$ cat src/audio_pkg.sv
/*
 * Shared constants for the audio path: sample format, ADC frame timing,
 * filter cascade size and button debounce. Imported by every RTL module
 * and by the testbench.
 */

package audio_pkg;

    // Signed two's complement audio word
    localparam int SAMPLE_W = 16;

    // ADC serial frame, bit clock high for the first half of each bit period
    localparam int BIT_CYCLES = 4;
    localparam int FRAME_BITS = 24;
    localparam int PHASE_W    = $clog2(BIT_CYCLES);
    localparam int BIT_CNT_W  = $clog2(FRAME_BITS);

    // Filter cascade, one pushbutton per stage
    localparam int NUM_STAGES = 4;
    // Coefficient 1/4 as a right shift
    localparam int LPF_SHIFT  = 2;

    // Stable cycles before a button level is accepted
    localparam int DEBOUNCE_CYCLES = 8;
    localparam int DEB_CNT_W       = $clog2(DEBOUNCE_CYCLES);

    // Volume input, shift is max code minus vol
    localparam int VOL_W = 2;

endpackage
$ cat src/audio_effects_top.sv
/*
 * Audio path top level. Serial ADC receiver, four switchable low-pass
 * stages selected by pushbuttons, and a volume-scaled delta-sigma DAC.
 */
`timescale 1ns/1ps

module audio_effects_top
    import audio_pkg::*;
(
    input  logic                  clk,
    input  logic                  rst_n,
    input  logic                  adc_serial_in,
    input  logic [NUM_STAGES-1:0] pbs,
    input  logic [VOL_W-1:0]      vol,
    output logic                  ws_adc,
    output logic                  i2sclk,
    output logic                  dac_out
);

    // Index 0 is the receiver output, the last index feeds the DAC
    logic signed [SAMPLE_W-1:0] stage_sample [NUM_STAGES+1];
    logic [NUM_STAGES:0]        stage_valid;
    logic [NUM_STAGES-1:0]      stage_en;

    adc_serial_rx rx0 (
        .clk           (clk),
        .rst_n         (rst_n),
        .adc_serial_in (adc_serial_in),
        .ws_adc        (ws_adc),
        .i2sclk        (i2sclk),
        .rx_sample     (stage_sample[0]),
        .rx_valid      (stage_valid[0])
    );

    // All stages bypassed out of reset
    pushbutton_toggle pb0 (
        .clk      (clk),
        .rst_n    (rst_n),
        .pbs      (pbs),
        .stage_en (stage_en)
    );

    // One cycle per stage, bypassed or not
    for (genvar k = 0; k < NUM_STAGES; k++) begin : g_stage
        lowpass_stage lpf (
            .clk        (clk),
            .rst_n      (rst_n),
            .en         (stage_en[k]),
            .in_sample  (stage_sample[k]),
            .in_valid   (stage_valid[k]),
            .out_sample (stage_sample[k+1]),
            .out_valid  (stage_valid[k+1])
        );
    end

    dac_sigma_delta dac0 (
        .clk       (clk),
        .rst_n     (rst_n),
        .in_sample (stage_sample[NUM_STAGES]),
        .in_valid  (stage_valid[NUM_STAGES]),
        .vol       (vol),
        .dac_out   (dac_out)
    );

endmodule

$ cat src/dac_sigma_delta.sv
/*
 * Output DAC. Latches each filtered sample scaled by the volume input and
 * turns it into a first-order delta-sigma bitstream whose ones density
 * follows the offset-binary level.
 */
`timescale 1ns/1ps

module dac_sigma_delta
    import audio_pkg::*;
(
    input  logic                       clk,
    input  logic                       rst_n,
    input  logic signed [SAMPLE_W-1:0] in_sample,
    input  logic                       in_valid,
    input  logic [VOL_W-1:0]           vol,
    output logic                       dac_out
);

    logic [VOL_W-1:0]           shamt;
    logic signed [SAMPLE_W-1:0] level;
    logic [SAMPLE_W-1:0]        offset;
    logic [SAMPLE_W-1:0]        acc;
    logic [SAMPLE_W:0]          sum;

    // Max volume code is no shift, vol 0 divides by eight
    assign shamt = {VOL_W{1'b1}} - vol;

    // Adding half scale is the same as flipping the sign bit
    assign offset = {~level[SAMPLE_W-1], level[SAMPLE_W-2:0]};

    // Carry out of the accumulator is the modulator bit
    assign sum = {1'b0, acc} + {1'b0, offset};

    always_ff @(posedge clk) begin
        if (!rst_n) begin
            level   <= '0;
            acc     <= '0;
            dac_out <= 1'b0;
        end else begin
            // Volume sampled together with the data
            if (in_valid) begin
                level <= in_sample >>> shamt;
            end
            acc     <= sum[SAMPLE_W-1:0];
            dac_out <= sum[SAMPLE_W];
        end
    end

endmodule

$ cat src/pushbutton_toggle.sv
/*
 * Pushbutton front end. Each button is synchronized, debounced on both
 * press and release, and every accepted press flips its stage enable.
 */
`timescale 1ns/1ps

module pushbutton_toggle
    import audio_pkg::*;
(
    input  logic                  clk,
    input  logic                  rst_n,
    input  logic [NUM_STAGES-1:0] pbs,
    output logic [NUM_STAGES-1:0] stage_en
);

    logic [NUM_STAGES-1:0] sync_q1;
    logic [NUM_STAGES-1:0] sync_q2;
    logic [NUM_STAGES-1:0] level;
    logic [NUM_STAGES-1:0] accept;
    logic [DEB_CNT_W-1:0]  deb_cnt [NUM_STAGES];

    // New level held for DEBOUNCE_CYCLES in a row
    always_comb begin
        for (int i = 0; i < NUM_STAGES; i++) begin
            accept[i] = (sync_q2[i] != level[i]) &&
                        (deb_cnt[i] == DEB_CNT_W'(DEBOUNCE_CYCLES - 1));
        end
    end

    always_ff @(posedge clk) begin
        if (!rst_n) begin
            sync_q1  <= '0;
            sync_q2  <= '0;
            level    <= '0;
            stage_en <= '0;
            for (int i = 0; i < NUM_STAGES; i++) begin
                deb_cnt[i] <= '0;
            end
        end else begin
            // Two-flop synchronizer
            sync_q1  <= pbs;
            sync_q2  <= sync_q1;
            // Flip only on an accepted press, release just updates level
            stage_en <= stage_en ^ (accept & sync_q2);
            for (int i = 0; i < NUM_STAGES; i++) begin
                if (sync_q2[i] == level[i]) begin
                    // Glitch or no change, restart the count
                    deb_cnt[i] <= '0;
                end else if (accept[i]) begin
                    deb_cnt[i] <= '0;
                    level[i]   <= sync_q2[i];
                end else begin
                    deb_cnt[i] <= deb_cnt[i] + 1'b1;
                end
            end
        end
    end

endmodule

$ cat src/lowpass_stage.sv
/*
 * One single-pole low-pass stage. Each valid sample moves the state a
 * quarter of the way toward the input. When bypassed the input is passed
 * through registered and the state follows it.
 */
`timescale 1ns/1ps

module lowpass_stage
    import audio_pkg::*;
(
    input  logic                       clk,
    input  logic                       rst_n,
    input  logic                       en,
    input  logic signed [SAMPLE_W-1:0] in_sample,
    input  logic                       in_valid,
    output logic signed [SAMPLE_W-1:0] out_sample,
    output logic                       out_valid
);

    logic signed [SAMPLE_W-1:0] state;
    logic signed [SAMPLE_W:0]   diff;
    logic signed [SAMPLE_W-1:0] step;
    logic signed [SAMPLE_W-1:0] state_next;

    // One extra bit so full-scale swings cannot wrap
    assign diff = {in_sample[SAMPLE_W-1], in_sample} - {state[SAMPLE_W-1], state};
    // A quarter of the difference fits back in SAMPLE_W
    assign step = SAMPLE_W'(diff >>> LPF_SHIFT);
    // Result lies between state and input so it fits in SAMPLE_W
    assign state_next = state + step;

    always_ff @(posedge clk) begin
        if (!rst_n) begin
            state     <= '0;
            out_valid <= 1'b0;
        end else begin
            out_valid <= in_valid;
            // Bypassed stage tracks input so re-enable starts from here
            if (in_valid) begin
                state <= en ? state_next : in_sample;
            end
        end
    end

    // State register is the output in both modes
    assign out_sample = state;

endmodule

$ cat src/adc_serial_rx.sv
/*
 * Serial ADC receiver. Generates the bit clock and word select for the
 * converter and shifts in one MSB-first sample per 24-bit frame, then
 * presents it with a one-cycle valid strobe.
 */
`timescale 1ns/1ps

module adc_serial_rx
    import audio_pkg::*;
(
    input  logic                       clk,
    input  logic                       rst_n,
    input  logic                       adc_serial_in,
    output logic                       ws_adc,
    output logic                       i2sclk,
    output logic signed [SAMPLE_W-1:0] rx_sample,
    output logic                       rx_valid
);

    logic [PHASE_W-1:0]   phase_cnt;
    logic [BIT_CNT_W-1:0] bit_cnt;
    // Only the first 15 bits of the word are buffered
    logic [SAMPLE_W-2:0]  shift_reg;
    logic                 bit_start;
    logic                 data_bit;
    logic                 last_bit;

    // Counter edge where the registered bit clock goes high
    assign bit_start = (phase_cnt == '0);
    // Periods 1 to 16 carry data and the rest of the frame is idle
    assign data_bit  = (bit_cnt >= BIT_CNT_W'(1)) && (bit_cnt <= BIT_CNT_W'(SAMPLE_W));
    // LSB capture completes the word
    assign last_bit  = bit_start && (bit_cnt == BIT_CNT_W'(SAMPLE_W));

    // Free-running phase and bit-period counters
    always_ff @(posedge clk) begin
        if (!rst_n) begin
            phase_cnt <= '0;
            bit_cnt   <= '0;
        end else if (phase_cnt == PHASE_W'(BIT_CYCLES - 1)) begin
            phase_cnt <= '0;
            if (bit_cnt == BIT_CNT_W'(FRAME_BITS - 1)) begin
                bit_cnt <= '0;
            end else begin
                bit_cnt <= bit_cnt + 1'b1;
            end
        end else begin
            phase_cnt <= phase_cnt + 1'b1;
        end
    end

    // Registered outputs trail the counters by one cycle
    // and stay low for the first cycle out of reset
    always_ff @(posedge clk) begin
        if (!rst_n) begin
            i2sclk   <= 1'b0;
            ws_adc   <= 1'b0;
            rx_valid <= 1'b0;
        end else begin
            i2sclk   <= (phase_cnt < PHASE_W'(BIT_CYCLES / 2));
            ws_adc   <= (bit_cnt == '0);
            rx_valid <= last_bit;
        end
    end

    // Data sampled on the same edge that raises i2sclk
    always_ff @(posedge clk) begin
        if (bit_start && data_bit) begin
            shift_reg <= {shift_reg[SAMPLE_W-3:0], adc_serial_in};
        end
        // Held word takes the LSB directly and stays put
        // while the next frame shifts in
        if (last_bit) begin
            rx_sample <= $signed({shift_reg, adc_serial_in});
        end
    end

endmodule

$ cat config.mk
export PLATFORM = sky130hd
export DESIGN_NAME = audio_effects_top
export DESIGN_NICKNAME = d
export VERILOG_FILES = /design/src/audio_pkg.sv /design/src/audio_effects_top.sv /design/src/dac_sigma_delta.sv /design/src/pushbutton_toggle.sv /design/src/lowpass_stage.sv /design/src/adc_serial_rx.sv
export SDC_FILE = /design/constraint.sdc
export NUM_CORES = 1
export LEC_CHECK = 0
export CAP_MARGIN = 20
export CORE_UTILIZATION = 45
export DETAILED_ROUTE_END_ITERATION = 16
export DONT_BUFFER_PORTS = 1
export GPL_TIMING_DRIVEN = 0
export PLACE_DENSITY_LB_ADDON = 0.2
export SLEW_MARGIN = 30
export SYNTH_ARGS = -nofsm -noshare
export SYNTH_HDL_FRONTEND = slang
export SYNTH_SLANG_ARGS = --single-unit
$ cat constraint.sdc
create_clock -name clk -period 4.55 [get_ports clk]
set_input_delay 0.6825 -clock clk [delete_from_list [all_inputs] [get_ports clk]]
set_output_delay 0.6825 -clock clk [all_outputs]
set_load 0.02 [all_outputs]
==> results.json <==
{
  "antenna_found_initial": 0,
  "hpwl_um": 22400,
  "die_area_um2": 28200,
  "drc": 0,
  "die_w_um": 168,
  "met1_usage_pct": 25.3,
  "r2r_cells": 19,
  "holdPathStages": 0,
  "cpLargestDelayFamily": "compound AO/OA/AOI/OAI gates",
  "clockBufferDepth": 2,
  "cts.reportedPaths.clkPinSlew_ps": 70,
  "synth_top_cell_area_share_pct": 20.5,
  "fmax_mhz": 232,
  "drt-total-wl_um": 28700,
  "worstPathCellList": "inv_1, ha_1, a21o_1, a31o_1, a221o_1, o41a_1, and2_1, nor2_1, xnor2_1, ha_1, nand2_1, nor2_1, a211oi_1, o31ai_2, a31oi_1, o21ai_1, xor2_1, mux2i_1, a21oi_1",
  "hold_viol": 0,
  "stdcell_area_um2": 13500,
  "placed_area_um2": 12900,
  "p_int_uw": 2320,
  "crit_buf_inv": 1,
  "timing.rr.end": "g_stage[0].lpf.out_sample[15]",
  "swShare_pct": 24.8,
  "cts.sinks": 170,
  "combPwrFrac_pct": 3.1,
  "ys.flop_type": "dfxtp_1",
  "groute.layer.met2.usage_pct": 38.0,
  "via_count": 9994,
  "yosysSeqAreaShare_pct": 31.0,
  "largest_register_ffs": 64,
  "layout_setup_ws_ps": 234,
  "yosysWarnings": 0,
  "cts_hold_buf": 0,
  "hold_class": "in2reg",
  "place_congestion": 0.843,
  "fin_skew_ps": 8.77,
  "via_per_inst": 5.52,
  "synthArstFlopShare_pct": 0,
  "clock_latency_ps": 440,
  "grt_pass1_vias": 9699,
  "min_period_ps": 4320,
  "grt_util_met3_pct": 2.73,
  "drt-pass1-iter-count": 7,
  "p_sw_uw": 765,
  "ys_top_cells_by_count": "180 x nor2_1, 157 x ha_1, 127 x dfxtp_1",
  "critPathKind": "reg2reg",
  "tritoncts": "yes",
  "ant_nets": 0,
  "htreeDepth": 4,
  "final_util_pct": 50.2,
  "cellLeakagePower_uw": 0.00546,
  "root_buffer": "clkbuf_16",
  "netlist_area_um2": 12400,
  "synth_top_area_cell": "dfxtp_1",
  "peakVddDrop_mv": 0.181,
  "port_buffers": 0,
  "grt_usage_pct": 21.0,
  "grt_pass1_wl_um": 47200,
  "crit_path_end_kind": "flip-flop",
  "start_util_pct": 45.9,
  "tightest_slew_ps": 964,
  "p_clk_share_pct": 45.4,
  "min_to": "rx0.rx_sample[0]",
  "num_io_pins": 12,
  "critPathMaxFanout": 5,
  "yosysMostFrequentCell": "nor2_1",
  "rows": 60,
  "synth.distinct_cells": 62,
  "critPathMaxStageDelay_ps": 380,
  "drive_gt1_share_pct": 4.83,
  "run_status": "completed",
  "fin_crit_sh_pct": 94.9,
  "ff2ff_setup_slack_ps": 230,
  "drt_iter0_drc": 488,
  "slowest_stage": "dfxtp_4",
  "slew_violations": 0,
  "cts_buffers": 17,
  "grt_max_degree": 17,
  "top_usage_layer": "met2",
  "seqPwrFrac_pct": 51.5,
  "rr_startpoint": "g_stage[0].lpf.out_sample[2]",
  "syn_area_per_cell_um2": 8.68,
  "core_area_um2": 27000,
  "synth_edf_count": 43,
  "drv_cap": 0,
  "nNetsFinal": 1629,
  "wl_per_cell_um": 15.8,
  "setup.worst_path.start_class": "flip-flop",
  "crit_arrival_ps": 4620,
  "setup_viol": 0,
  "synth_area_leaders": "dfxtp_1 21%, ha_1 16%, edfxtp_1 10%",
  "power_density_nw_per_um2": 228,
  "max-slew-margin-rel_pct": 35.7,
  "gr-total-overflow": 0,
  "ys_ff_latch": 170,
  "startpoint": "g_stage[0].lpf.out_sample[2]",
  "insertedDiodeCount": 0,
  "fin_tns_setup_ps": 0,
  "pre_cts_ws_ps": -146,
  "area_growth_pct": 9.23,
  "die_h_um": 168,
  "critPathRequiredTime_ps": 4860,
  "syn_inst": 1426,
  "min_from": "adc_serial_in"
}
[through the flow]
| stage | total power [µW] | hold WS, ps | instances |
|---|---|---|---|
| after floorplan | 1680 | 400 | 1437 |
| after global placement | 1720 | 403 | 1778 |
| after CTS | 3100 | 318 | 1811 |
| after global routing | 3180 | 317 | 1812 |
| after detailed placement | 1720 | 418 | 1779 |
| final | 3080 | 328 | 1812 |
[cells in the final DEF, fill, tap and decap left out, types with 12 or more instances in the layout]
master	synthesis	layout
a211oi_1	33	32
a21o_1	23	23
a21oi_1	109	108
a31oi_1	14	13
and2_1	33	33
clkbuf_1	43	45
clkbuf_16	0	17
conb_1	1	12
dfxtp_1	127	122
edfxtp_1	43	43
ha_1	157	157
inv_1	88	88
mux2i_1	55	55
nand2_1	54	54
nand2b_1	23	23
nand3_1	16	16
nor2_1	180	179
nor2b_1	19	19
nor3_1	45	44
o211ai_1	16	16
o21a_1	26	26
o21ai_0	95	91
or3_1	12	12
xnor2_1	76	76
xor2_1	23	23
[what timing repair did]
item                                    in CTS  in global routing
pin swaps                                    0                  3
cloned                                       0                  0
setup buffers                                0                  1
endpoints found under the setup margin       3                  8
gates resized for setup                      3                 26
[kinds of logic after synthesis]
family                   Yosys count  share of synthesized area (%)
flip-flops                       170                           31.0
XOR/XNOR                          99                           7.00
AND/OR/NAND/NOR                  424                           16.3
other                              1                         0.0303
buffers and inverters            135                           4.09
AO/OA/AOI/OAI                    367                           18.5
adder cells (fa/ha/maj)          162                           16.7
multiplexers                      68                           6.45
[power by group through the flow]
stage,combinational [µW],sequential (µW),clock [µW]
final,94.9,1590,1400
after CTS,96.0,1590,1420
after global routing,106,1590,1480
after global placement,93.5,1620,0
after floorplan,62.8,1620,0
after detailed placement,96.2,1620,0
[how the worst max path moves through the flow]
| stage | to | slack (ps) | cells after the start |
|---|---|---|---|
| after floorplan | g_stage[0].lpf.out_sample[14] | 450 | 20 |
| after global placement | g_stage[2].lpf.out_sample[15] | -160 | 18 |
| after detailed placement | g_stage[2].lpf.out_sample[15] | -150 | 18 |
| after CTS | g_stage[3].lpf.out_sample[15] | 2 | 17 |
| after global routing | g_stage[0].lpf.out_sample[15] | -10 | 20 |
| final | g_stage[0].lpf.out_sample[15] | 230 | 19 |
[layer usage]
layer | vias to the layer above | share of wire, %
li1 | 5171 | -
met1 | 4674 | 45
met2 | 111 | 50
met3 | 38 | 2.7
met4 | 0 | 2.1
met5 | - | 0
[layout make-up]
| type | instances | area, µm² |
|---|---|---|
| tap | 341 | 427 |
| clock inverter | 13 | 113 |
| buffer | 47 | 178 |
| inverter | 88 | 330 |
| fill | 2566 | 13400 |
| multi-input combinational | 1132 | 8180 |
| timing repair buffer | 2 | 18.8 |
| clock buffer | 19 | 433 |
| sequential | 170 | 3840 |
[worst reg2reg max path, delay by kind of cell (launching register included)]
kind | cells | cell delay, ps
multiplexers | 1 | 220
adder cells (fa/ha/maj) | 2 | 640
AO/OA/AOI/OAI | 9 | 2050
XOR/XNOR | 2 | 370
AND/OR/NAND/NOR | 4 | 450
flip-flops | 1 | 380
buffers and inverters | 1 | 50
(Power assumes the default switching activity.)
